File: src/source/poly_pkg.sv
package poly_pkg;

    //////////////////////////////
    // Coefficient geometry
    //////////////////////////////

    // One lane holds a value reduced mod q
    localparam int COEF_W = 12;
    localparam int LANES  = 2;
    localparam int WORD_W = LANES * COEF_W;

    // Kyber-style modulus
    localparam logic [COEF_W-1:0] MOD_Q = 12'd3329;

    //////////////////////////////
    // Memory and pipeline
    //////////////////////////////

    localparam int DEPTH  = 64;
    localparam int ADDR_W = $clog2(DEPTH);

    // Registered read, three stages
    localparam int RD_LAT   = 3;
    localparam int RD_CNT_W = $clog2(RD_LAT + 1);

    // Read latency plus pre-adder register
    localparam int PIPE_D = RD_LAT + 1;

    // Word count field, 1..DEPTH
    localparam int LEN_W = 7;

    //////////////////////////////
    // APB register map
    //////////////////////////////

    localparam int APB_AW = 12;
    localparam int APB_DW = 32;

    localparam logic [APB_AW-1:0] REG_CTRL   = 12'h000;
    localparam logic [APB_AW-1:0] REG_LEN    = 12'h004;
    localparam logic [APB_AW-1:0] REG_STATUS = 12'h008;

    // Memory windows, one word per 4 bytes
    localparam logic [APB_AW-1:0] WIN_X_BASE = 12'h400;
    localparam logic [APB_AW-1:0] WIN_Y_BASE = 12'h800;
    localparam logic [APB_AW-1:0] WIN_SPAN   = 12'h100;

    // Per-lane pre-adder operation, CTRL bits 2:1
    typedef enum logic [1:0] {
        OP_ADD    = 2'd0,
        OP_SUB    = 2'd1,
        OP_DBL    = 2'd2,
        OP_PASS_Y = 2'd3
    } lane_op_e;

    // Sweep FSM
    typedef enum logic [1:0] {
        ST_IDLE  = 2'd0,
        ST_ISSUE = 2'd1,
        ST_DRAIN = 2'd2
    } sweep_state_e;

endpackage

File: src/source/coef_ram.sv
module coef_ram (
    input  logic                        clk,
    input  logic                        we,
    input  logic [poly_pkg::ADDR_W-1:0] waddr,
    input  logic [poly_pkg::WORD_W-1:0] wdata,
    input  logic [poly_pkg::ADDR_W-1:0] raddr,
    output logic [poly_pkg::WORD_W-1:0] rdata
);

    // Word storage
    logic [poly_pkg::WORD_W-1:0] mem [poly_pkg::DEPTH];

    // Buffer stages ahead of the output register
    logic [poly_pkg::WORD_W-1:0] rd_buf1;
    logic [poly_pkg::WORD_W-1:0] rd_buf2;

    //////////////////////////////
    // Write port
    //////////////////////////////

    always_ff @(posedge clk) begin
        if (we) begin
            mem[waddr] <= wdata;
        end
    end

    //////////////////////////////
    // Read pipeline
    //////////////////////////////

    // Array read, then two more registers
    // Data appears three edges after raddr settles
    always_ff @(posedge clk) begin
        rd_buf1 <= mem[raddr];
        rd_buf2 <= rd_buf1;
        rdata   <= rd_buf2;
    end

    // Writes from host or sweep must land inside the array
    a_waddr_range: assert property (
        @(posedge clk) we |-> (!$isunknown(waddr) && (int'(waddr) < poly_pkg::DEPTH))
    );

endmodule

File: src/source/host_port.sv
module host_port (
    input  logic                        clk,
    input  logic                        arst_n,
    // APB slave
    input  logic                        psel,
    input  logic                        penable,
    input  logic                        pwrite,
    input  logic [poly_pkg::APB_AW-1:0] paddr,
    input  logic [poly_pkg::APB_DW-1:0] pwdata,
    output logic [poly_pkg::APB_DW-1:0] prdata,
    output logic                        pready,
    output logic                        pslverr,
    // Sequencer control
    input  logic                        seq_busy,
    input  logic                        seq_done,
    output logic                        start,
    output poly_pkg::lane_op_e          op,
    output logic [poly_pkg::LEN_W-1:0]  len,
    output logic                        dst_bank,
    input  logic [poly_pkg::ADDR_W-1:0] seq_rd_addr,
    input  logic                        seq_wr_en,
    input  logic [poly_pkg::ADDR_W-1:0] seq_wr_addr,
    input  logic                        seq_wr_bank,
    // Memory ports
    output logic [poly_pkg::ADDR_W-1:0] ram_raddr,
    output logic                        ram_x_we,
    output logic                        ram_y_we,
    output logic [poly_pkg::ADDR_W-1:0] ram_waddr,
    output logic                        host_wdata_sel,
    input  logic [poly_pkg::WORD_W-1:0] ram_x_rdata,
    input  logic [poly_pkg::WORD_W-1:0] ram_y_rdata,
    input  logic [poly_pkg::WORD_W-1:0] z,
    output logic [poly_pkg::WORD_W-1:0] ram_wdata
);

    logic                          access_ph;
    logic                          in_x_win;
    logic                          in_y_win;
    logic                          in_win;
    logic [poly_pkg::APB_AW-1:0]   win_off;
    logic [poly_pkg::ADDR_W-1:0]   host_idx;
    logic                          reg_wr;
    logic                          mem_rd;
    logic                          mem_wr;
    logic                          rd_done;
    logic [poly_pkg::RD_CNT_W-1:0] rd_wait;

    //////////////////////////////
    // Address decode
    //////////////////////////////

    assign access_ph = psel & penable;
    assign in_x_win  = (paddr >= poly_pkg::WIN_X_BASE) &&
                       (paddr < poly_pkg::WIN_X_BASE + poly_pkg::WIN_SPAN);
    assign in_y_win  = (paddr >= poly_pkg::WIN_Y_BASE) &&
                       (paddr < poly_pkg::WIN_Y_BASE + poly_pkg::WIN_SPAN);
    assign in_win    = in_x_win | in_y_win;

    // Byte offset into the window, word index from bit 2 up
    assign win_off  = paddr - (in_y_win ? poly_pkg::WIN_Y_BASE : poly_pkg::WIN_X_BASE);
    assign host_idx = win_off[poly_pkg::ADDR_W+1:2];

    assign reg_wr = access_ph & pwrite & ~in_win;
    assign mem_rd = access_ph & ~pwrite & in_win & ~seq_busy;
    assign mem_wr = access_ph & pwrite & in_win & ~seq_busy;

    //////////////////////////////
    // Control registers
    //////////////////////////////

    always_ff @(posedge clk or negedge arst_n) begin
        if (!arst_n) begin
            start    <= 1'b0;
            op       <= poly_pkg::OP_ADD;
            dst_bank <= 1'b0;
            len      <= '0;
        end else begin
            start <= 1'b0;
            // CTRL frozen during a sweep so op and bank stay put
            if (reg_wr && paddr == poly_pkg::REG_CTRL && !seq_busy) begin
                start    <= pwdata[0];
                op       <= poly_pkg::lane_op_e'(pwdata[2:1]);
                dst_bank <= pwdata[3];
            end
            if (reg_wr && paddr == poly_pkg::REG_LEN) begin
                len <= pwdata[poly_pkg::LEN_W-1:0];
            end
        end
    end

    // Read wait states while the memory pipeline fills
    assign rd_done = (rd_wait == poly_pkg::RD_CNT_W'(poly_pkg::RD_LAT));

    always_ff @(posedge clk or negedge arst_n) begin
        if (!arst_n) begin
            rd_wait <= '0;
        end else if (mem_rd && !rd_done) begin
            rd_wait <= rd_wait + 1'b1;
        end else begin
            rd_wait <= '0;
        end
    end

    // Busy-time memory access ends at once with an error
    assign pready  = access_ph & (~mem_rd | rd_done);
    assign pslverr = access_ph & in_win & seq_busy;

    // Read data mux, unmapped reads zero
    always_comb begin
        prdata = '0;
        if (in_win) begin
            if (!seq_busy) begin
                prdata[poly_pkg::WORD_W-1:0] = in_y_win ? ram_y_rdata : ram_x_rdata;
            end
        end else if (paddr == poly_pkg::REG_CTRL) begin
            prdata[3:0] = {dst_bank, op, 1'b0};
        end else if (paddr == poly_pkg::REG_LEN) begin
            prdata[poly_pkg::LEN_W-1:0] = len;
        end else if (paddr == poly_pkg::REG_STATUS) begin
            prdata[1:0] = {seq_done, seq_busy};
        end
    end

    //////////////////////////////
    // Memory port arbitration
    //////////////////////////////

    // Sequencer owns both memories while busy
    assign host_wdata_sel = ~seq_busy;
    assign ram_wdata = host_wdata_sel ? pwdata[poly_pkg::WORD_W-1:0] : z;
    assign ram_raddr = seq_busy ? seq_rd_addr : host_idx;
    assign ram_waddr = seq_busy ? seq_wr_addr : host_idx;
    assign ram_x_we  = seq_busy ? (seq_wr_en & ~seq_wr_bank) : (mem_wr & in_x_win);
    assign ram_y_we  = seq_busy ? (seq_wr_en & seq_wr_bank) : (mem_wr & in_y_win);

    // One ready cycle per transfer
    a_pready_pulse: assert property (
        @(posedge clk) disable iff (!arst_n)
        pready |=> !pready
    );

endmodule

File: src/source/lane_preadder.sv
module lane_preadder (
    input  logic                        clk,
    input  logic                        arst_n,
    input  poly_pkg::lane_op_e          op,
    input  logic [poly_pkg::WORD_W-1:0] x,
    input  logic [poly_pkg::WORD_W-1:0] y,
    output logic [poly_pkg::WORD_W-1:0] z
);

    // Combinational result, all lanes
    logic [poly_pkg::WORD_W-1:0] z_next;

    //////////////////////////////
    // Per-lane modular arithmetic
    //////////////////////////////

    for (genvar i = 0; i < poly_pkg::LANES; i++) begin : g_lane
        logic [poly_pkg::COEF_W-1:0] xv;
        logic [poly_pkg::COEF_W-1:0] yv;
        // One extra bit for carry or borrow
        logic [poly_pkg::COEF_W:0]   raw;
        logic [poly_pkg::COEF_W:0]   fix;

        assign xv    = x[i*poly_pkg::COEF_W +: poly_pkg::COEF_W];
        assign yv    = y[i*poly_pkg::COEF_W +: poly_pkg::COEF_W];

        // Uncorrected value
        always_comb begin
            case (op)
                poly_pkg::OP_ADD: raw = {1'b0, xv} + {1'b0, yv};
                poly_pkg::OP_SUB: raw = {1'b0, xv} - {1'b0, yv};
                poly_pkg::OP_DBL: raw = {xv, 1'b0};
                default:          raw = {1'b0, yv};
            endcase
        end

        // Single correction step
        // Inputs below q keep raw within (-q, 2q)
        always_comb begin
            fix = raw;
            if (op == poly_pkg::OP_SUB) begin
                if (raw[poly_pkg::COEF_W]) begin
                    fix = raw + {1'b0, poly_pkg::MOD_Q};
                end
            end else if (raw >= {1'b0, poly_pkg::MOD_Q}) begin
                fix = raw - {1'b0, poly_pkg::MOD_Q};
            end
        end

        assign z_next[i*poly_pkg::COEF_W +: poly_pkg::COEF_W] = fix[poly_pkg::COEF_W-1:0];

        // Lanes arriving from memory are already reduced
        a_lane_reduced: assert property (
            @(posedge clk) disable iff (!arst_n)
            ($past(arst_n) && !$isunknown({xv, yv})) |->
                ((xv < poly_pkg::MOD_Q) && (yv < poly_pkg::MOD_Q))
        );
    end

    //////////////////////////////
    // Output register
    //////////////////////////////

    // Result lags rdata by one edge
    always_ff @(posedge clk) begin
        z <= z_next;
    end

endmodule

File: src/source/poly_engine_top.sv
module poly_engine_top (
    input  logic                        clk,
    input  logic                        arst_n,
    input  logic                        psel,
    input  logic                        penable,
    input  logic                        pwrite,
    input  logic [poly_pkg::APB_AW-1:0] paddr,
    input  logic [poly_pkg::APB_DW-1:0] pwdata,
    output logic [poly_pkg::APB_DW-1:0] prdata,
    output logic                        pready,
    output logic                        pslverr
);

    // Host to sequencer
    logic                        start;
    poly_pkg::lane_op_e          op;
    logic [poly_pkg::LEN_W-1:0]  len;
    logic                        dst_bank;
    logic                        seq_busy;
    logic                        seq_done;

    // Sequencer address and write strobes
    logic [poly_pkg::ADDR_W-1:0] seq_rd_addr;
    logic                        seq_wr_en;
    logic [poly_pkg::ADDR_W-1:0] seq_wr_addr;
    logic                        seq_wr_bank;

    // Shared memory ports
    logic [poly_pkg::ADDR_W-1:0] ram_raddr;
    logic                        ram_x_we;
    logic                        ram_y_we;
    logic [poly_pkg::ADDR_W-1:0] ram_waddr;
    logic [poly_pkg::WORD_W-1:0] ram_wdata;
    logic [poly_pkg::WORD_W-1:0] ram_x_rdata;
    logic [poly_pkg::WORD_W-1:0] ram_y_rdata;
    logic [poly_pkg::WORD_W-1:0] z;

    //////////////////////////////
    // Control
    //////////////////////////////

    host_port u_host (
        .clk(clk), .arst_n(arst_n),
        .psel(psel), .penable(penable), .pwrite(pwrite), .paddr(paddr),
        .pwdata(pwdata), .prdata(prdata), .pready(pready), .pslverr(pslverr),
        .seq_busy(seq_busy), .seq_done(seq_done),
        .start(start), .op(op), .len(len), .dst_bank(dst_bank),
        .seq_rd_addr(seq_rd_addr), .seq_wr_en(seq_wr_en),
        .seq_wr_addr(seq_wr_addr), .seq_wr_bank(seq_wr_bank),
        .ram_raddr(ram_raddr), .ram_x_we(ram_x_we), .ram_y_we(ram_y_we),
        .ram_waddr(ram_waddr), .host_wdata_sel(),
        .ram_x_rdata(ram_x_rdata), .ram_y_rdata(ram_y_rdata),
        .z(z), .ram_wdata(ram_wdata)
    );

    sweep_sequencer u_seq (
        .clk(clk), .arst_n(arst_n),
        .start(start), .len(len), .dst_bank(dst_bank),
        .rd_addr(seq_rd_addr), .wr_en(seq_wr_en), .wr_addr(seq_wr_addr),
        .wr_bank(seq_wr_bank), .busy(seq_busy), .done(seq_done)
    );

    //////////////////////////////
    // Datapath
    //////////////////////////////

    // Both banks read the same word
    coef_ram ram_x (
        .clk(clk), .we(ram_x_we), .waddr(ram_waddr), .wdata(ram_wdata),
        .raddr(ram_raddr), .rdata(ram_x_rdata)
    );

    coef_ram ram_y (
        .clk(clk), .we(ram_y_we), .waddr(ram_waddr), .wdata(ram_wdata),
        .raddr(ram_raddr), .rdata(ram_y_rdata)
    );

    lane_preadder u_preadd (
        .clk(clk), .arst_n(arst_n), .op(op),
        .x(ram_x_rdata), .y(ram_y_rdata), .z(z)
    );

endmodule

File: src/source/sweep_sequencer.sv
module sweep_sequencer (
    input  logic                        clk,
    input  logic                        arst_n,
    input  logic                        start,
    input  logic [poly_pkg::LEN_W-1:0]  len,
    input  logic                        dst_bank,
    output logic [poly_pkg::ADDR_W-1:0] rd_addr,
    output logic                        wr_en,
    output logic [poly_pkg::ADDR_W-1:0] wr_addr,
    output logic                        wr_bank,
    output logic                        busy,
    output logic                        done
);

    poly_pkg::sweep_state_e state;

    // Words still to issue
    logic [poly_pkg::LEN_W-1:0] remain;
    logic                       issue;

    // In-flight items, oldest at the top
    logic [poly_pkg::PIPE_D-1:0] vld_line;
    logic [poly_pkg::ADDR_W-1:0] addr_line [poly_pkg::PIPE_D];

    assign issue = (state == poly_pkg::ST_ISSUE);
    assign busy  = (state != poly_pkg::ST_IDLE);

    //////////////////////////////
    // Sweep FSM
    //////////////////////////////

    always_ff @(posedge clk or negedge arst_n) begin
        if (!arst_n) begin
            state   <= poly_pkg::ST_IDLE;
            rd_addr <= '0;
            remain  <= '0;
            wr_bank <= 1'b0;
            done    <= 1'b0;
        end else begin
            case (state)
                poly_pkg::ST_IDLE: begin
                    if (start) begin
                        // New start clears done even with LEN of zero
                        done    <= 1'b0;
                        rd_addr <= '0;
                        remain  <= len;
                        wr_bank <= dst_bank;
                        if (len != '0) begin
                            state <= poly_pkg::ST_ISSUE;
                        end
                    end
                end
                poly_pkg::ST_ISSUE: begin
                    // One address per cycle
                    rd_addr <= rd_addr + 1'b1;
                    remain  <= remain - 1'b1;
                    if (remain == poly_pkg::LEN_W'(1)) begin
                        state <= poly_pkg::ST_DRAIN;
                    end
                end
                poly_pkg::ST_DRAIN: begin
                    // Only the last item left, its write is this cycle
                    if (vld_line[poly_pkg::PIPE_D-2:0] == '0) begin
                        state <= poly_pkg::ST_IDLE;
                        done  <= 1'b1;
                    end
                end
                default: state <= poly_pkg::ST_IDLE;
            endcase
        end
    end

    //////////////////////////////
    // Valid and address line
    //////////////////////////////

    always_ff @(posedge clk or negedge arst_n) begin
        if (!arst_n) begin
            vld_line <= '0;
        end else begin
            vld_line <= {vld_line[poly_pkg::PIPE_D-2:0], issue};
        end
    end

    // Address tags follow the valid bits
    always_ff @(posedge clk) begin
        addr_line[0] <= rd_addr;
        for (int i = 1; i < poly_pkg::PIPE_D; i++) begin
            addr_line[i] <= addr_line[i-1];
        end
    end

    // Write-back lines up with the pre-adder result
    assign wr_en   = vld_line[poly_pkg::PIPE_D-1];
    assign wr_addr = addr_line[poly_pkg::PIPE_D-1];

    // Memory writes from the sweep only while it owns the ports
    a_wr_in_busy: assert property (
        @(posedge clk) disable iff (!arst_n) wr_en |-> busy
    );

endmodule

File: config.mk
export PLATFORM = sky130hd
export DESIGN_NAME = poly_engine_top
export DESIGN_NICKNAME = d
export VERILOG_FILES = /design/src/source/poly_pkg.sv /design/src/source/coef_ram.sv /design/src/source/host_port.sv /design/src/source/lane_preadder.sv /design/src/source/poly_engine_top.sv /design/src/source/sweep_sequencer.sv
export SDC_FILE = /design/constraint.sdc
export NUM_CORES = 2
export LEC_CHECK = 0
export BUFFER_PORTS_ARGS = -buffer_cell sky130_fd_sc_hd__buf_2
export CAP_MARGIN = 40
export CORE_ASPECT_RATIO = 1.25
export CORE_MARGIN = 1
export CORE_UTILIZATION = 27
export CTS_CLUSTER_DIAMETER = 60
export DETAILED_ROUTE_END_ITERATION = 8
export MAX_ROUTING_LAYER = met4
export PLACE_DENSITY = 0.43
export SLEW_MARGIN = 30
export SYNTH_ARGS = -nofsm -noshare
export SYNTH_HDL_FRONTEND = slang
export SYNTH_HIERARCHICAL = 1
export SYNTH_SLANG_ARGS = --single-unit
File: constraint.sdc
create_clock -name clk -period 9.3 [get_ports clk]
set_input_delay 0 -clock clk [delete_from_list [all_inputs] [get_ports clk]]
set_output_delay 0 -clock clk [all_outputs]
set_load 0.1 [all_outputs]
==> qor.csv <==
stage;metric;value;unit
floorplanning;core_area;469400;um^2
worst_hold_path;worstHoldPathType;input pin to asynchronous set/reset pin;
cells_and_area;fin_nets;6649;
global_route;grt_use_total;15.87;%
global_route;grt_pass1_wl;521.4;mm
cts;cts_resized;0;
cts;clk_latency;0.94;ns
worst_setup_path;crit_path_end_kind;flip-flop;
global_route;grt_max_degree;106;
yosys;synthSimpleGateAreaFrac;2.767;%
floorplanning;die_h;770.4;um
global_route;use_met2;27.00;%
sta;hold_violations;0;
worst_setup_path;ff2ff_setup_slack;3.96;ns
cts;cts_tree;yes;
yosys;synth_compound_area_share;3.410;%
sta;period_share;57.46;%
global_route;use_met1;19.70;%
worst_setup_path;worstSetupPathType;flip-flop to flip-flop;
cts;post-cts-setup-buffers;0;
route;drt_pass1_iterations;6;
cts;clk_pin_slew;0.06;ns
yosys;synthMuxAreaShare;15.55;%
floorplanning;dieArea;475100;um^2
sta;worstMarginPinSlew;1.204;ns
place;io_buffer_count;66;
worst_setup_path;critPathLaunchType;flip-flop;
worst_setup_path;slowest_delay;0.73;ns
sta;setup_violations;0;
run;drv_cap;0;
yosys;yosys_warnings;6;
yosys;synth_edf_count;3072;
yosys;async_flop_share;1.031;%
route;via_per_inst;4.837;
place;dp_cells;12386;
power_and_ir_drop;ir_drop;0.1273;mV
yosys;synth_top_family_by_area;multiplexers;
power_and_ir_drop;cellPowerDensity;214.5;nW/um^2
route;drt_iter0_drc;5438;
floorplanning;fp.dieW;616.7;um
global_route;met3_usage;2.263;%
sta;finalClockSkew;0.05019;ns
yosys;yosysUniqueCellTypes;108;
worst_setup_path;crit_buf_inv;3;
route;vias;63195;
worst_setup_path;cp_top_family;buffers and inverters;
worst_setup_path;crit_top_cell;buf_4;
cells_and_area;stdcell_count;13064;
worst_setup_path;cp.arrival;6.16;ns
route;wl_per_cell;28.55;um
yosys;yosysSeqAreaShare;76.01;%
yosys;synth_adder_area_share;0.3846;%
cells_and_area;layout-drive-gt1-share;27.51;%
yosys;syn_avg_cell_area;20.71;um^2
cts;cts_max_path_buffers;4;
cts;cts_root_buf;clkbuf_16;
sta;fin_tns_setup;0;ns
place;gp_congestion;0.8278;
yosys;synth_xor_area_share;0.3571;%
cts;cts_buffers;329;
sta;maxSlewHeadroom;19.71;%
global_route;grt_pass1_vias;65418;
cts;cts_max_level;5;
sta;period_minus_slack;5.344;ns
cts;ctsHoldBuffers;54;
power_and_ir_drop;p_leak;46.78;nW
sta;grt_setup_unrepaired;false;
cells_and_area;area_delta_synth_final;16.57;%
yosys;syn_inst;6158;
worst_setup_path;cp_max_fo;35;
route;wl;373.0;mm
worst_setup_path;cp_cell_sequence;or2_2, clkinv_1, nand2_1, nand2_4, buf_4, buf_4, mux4_2, mux2_2, o22ai_1, a221oi_1, o21a_1;
place;dp_hpwl;220.2;mm
floorplanning;ios;83;
sta;slew_violations;0;
route;drc;0;
worst_setup_path;cp.required;10.12;ns
yosys;synth_area;127500;um^2
global_route;grt-busiest-layer;met2;
power_and_ir_drop;finalPower;31.88;mW
floorplanning;num_rows;281;
global_route;overflow;0;
global_route;antenna_found_initial;38;
sta;fmax;187.1;MHz
run_status;status;finished clean;
yosys;synth-seq-cells;3298;
route;final_antenna_net_count;0;
worst_setup_path;cpMaxStageDelayCell;buf_4;
floorplanning;start_util;27.17;%
cells_and_area;final_common_cell;edfxtp_1;
yosys;synth_top_flop_cell;edfxtp_1;
cells_and_area;final_cell_mix;edfxtp_1, mux4_2, clkbuf_16;
cts;cts.sinks;3298;
==> kinds of logic after synthesis <==
family,Yosys count
and+or+nand+nor,717
other,1
xor gates and xnor gates,52
buffers and inverters,363
AOI/OAI and AO/OA,615
DFF,3298
muxes,1074
adders and majority gates,38
==> report_power, final <==
group / switching [mW] / leakage [nW] / internal [mW]
clock network: 5.75 / 5.07 / 7.35
logic: 1.48 / 12.0 / 0.804
registers: 0.157 / 29.7 / 16.3
total: 7.39 / 46.8 / 24.5
==> cells in the mapped netlist, drive strengths merged (4+ instances only) <==
cell / count / area (um^2)
or3: 24 / 150.1
xnor2: 27 / 236.5
a21boi: 6 / 45.04
and3b: 4 / 35.03
a21oi: 104 / 565.5
mux2: 147 / 1655
inv: 32 / 122.6
dfxtp: 192 / 3844
o21ai: 75 / 382.9
nand4: 14 / 108.9
or3b: 7 / 61.31
nor4b: 4 / 56.30
xor2: 25 / 219.0
nor2b: 28 / 182.7
nor3: 26 / 140.1
and2: 11 / 71.32
dfrtp: 34 / 850.8
a221o: 12 / 120.1
and3: 40 / 250.2
o211ai: 10 / 80.07
a22oi: 66 / 495.5
buf: 224 / 1403
a31oi: 36 / 240.2
or4: 7 / 52.55
a32oi: 8 / 70.07
nand2: 203 / 762.0
mux4: 710 / 15990
nor2: 229 / 859.6
o31ai: 7 / 52.55
nand3b: 7 / 52.55
or2: 9 / 56.30
clkbuf: 104 / 399.1
mux2i: 217 / 2185
nand3: 53 / 265.3
nor4: 16 / 142.6
a221oi: 106 / 934.6
nand2b: 18 / 115.1
a21o: 6 / 46.30
ha: 36 / 450.4
o21a: 30 / 226.5
o22ai: 118 / 738.2
edfxtp: 3072 / 92250
==> metal layers <==
layer	vias to the layer above	part of all wire, %
met2	1768	51
met5	-	0
met1	34539	41
met3	495	5.0
li1	26393	-
met4	0	2.8
==> state kept, by name, summed over array words and instances, names as in the netlist <==
| register | count |
|---|---|
| u_seq/rd_addr | 6 |
| u_seq/wr_bank | 1 |
| u_seq/done | 1 |
| ram_y/mem | 1536 |
| u_seq/vld_line | 4 |
| u_host/dst_bank | 1 |
| u_host/len | 7 |
| ram_x/rd_buf1 | 24 |
| u_seq/remain | 7 |
| u_host/rd_wait | 2 |
| u_host/start | 1 |
| ram_y/rd_buf1 | 24 |
| u_seq/addr_line | 24 |
| u_seq/state | 2 |
| ram_y/rd_buf2 | 24 |
| ram_x/rd_buf2 | 24 |
| u_host/op | 2 |
| ram_x/rdata | 24 |
| ram_y/rdata | 24 |
| u_preadd/z | 24 |
| ram_x/mem | 1536 |
==> layout make-up <==
class                      instances  area (um^2)
inverter                          35        136.4
timing repair buffer             394         3791
sequential                      3298        96940
clock buffer                     405         8865
antenna                           30        75.07
multi-input combinational       2504        29560
fill                           44933       320700
clock inverter                   172         1509
tap                             6226         7790
==> through the flow <==
stage                     hold WS (ns)  utilization, %  instance area, um^2  setup slack (ns)
after global routing            0.1111           31.66               148600             3.571
after floorplan                -0.2956               -               127600             1.864
final                           0.1307           31.67               148700             3.956
after CTS                      0.04461           31.59               148300             3.952
after global placement          0.1277           29.07               136400             3.743
after detailed placement        0.1360           29.26               137300             3.935
==> path summary, 6_finish.rpt <==
path / cells past startpoint / from / to
setup / recovery: 11 / u_seq/state[1]$_DFFE_PN0P_ / ram_y/rd_buf1[10]$_DFF_P_
hold / removal: 4 / arst_n / u_seq/remain[4]$_DFFE_PN0P_
setup reg to reg: 11 / u_seq/state[1]$_DFFE_PN0P_ / ram_y/rd_buf1[10]$_DFF_P_
hold reg to reg: 0 / u_seq/addr_line[1][2]$_DFF_P_ / u_seq/addr_line[2][2]$_DFF_P_
max in group asynchronous: 4 / arst_n / u_seq/rd_addr[0]$_DFFE_PN0P_
min in group clk: 5 / paddr[0] / u_host/len[6]$_DFFE_PN0P_
==> worst min-delay path, cell delays in order <==
cell,delay [ns]
dlygate4sd3_1,0.51
dlygate4sd3_1,0.54
buf_2,0.13
buf_12,0.22
Note: power is estimated with default switching activity, not from simulation.
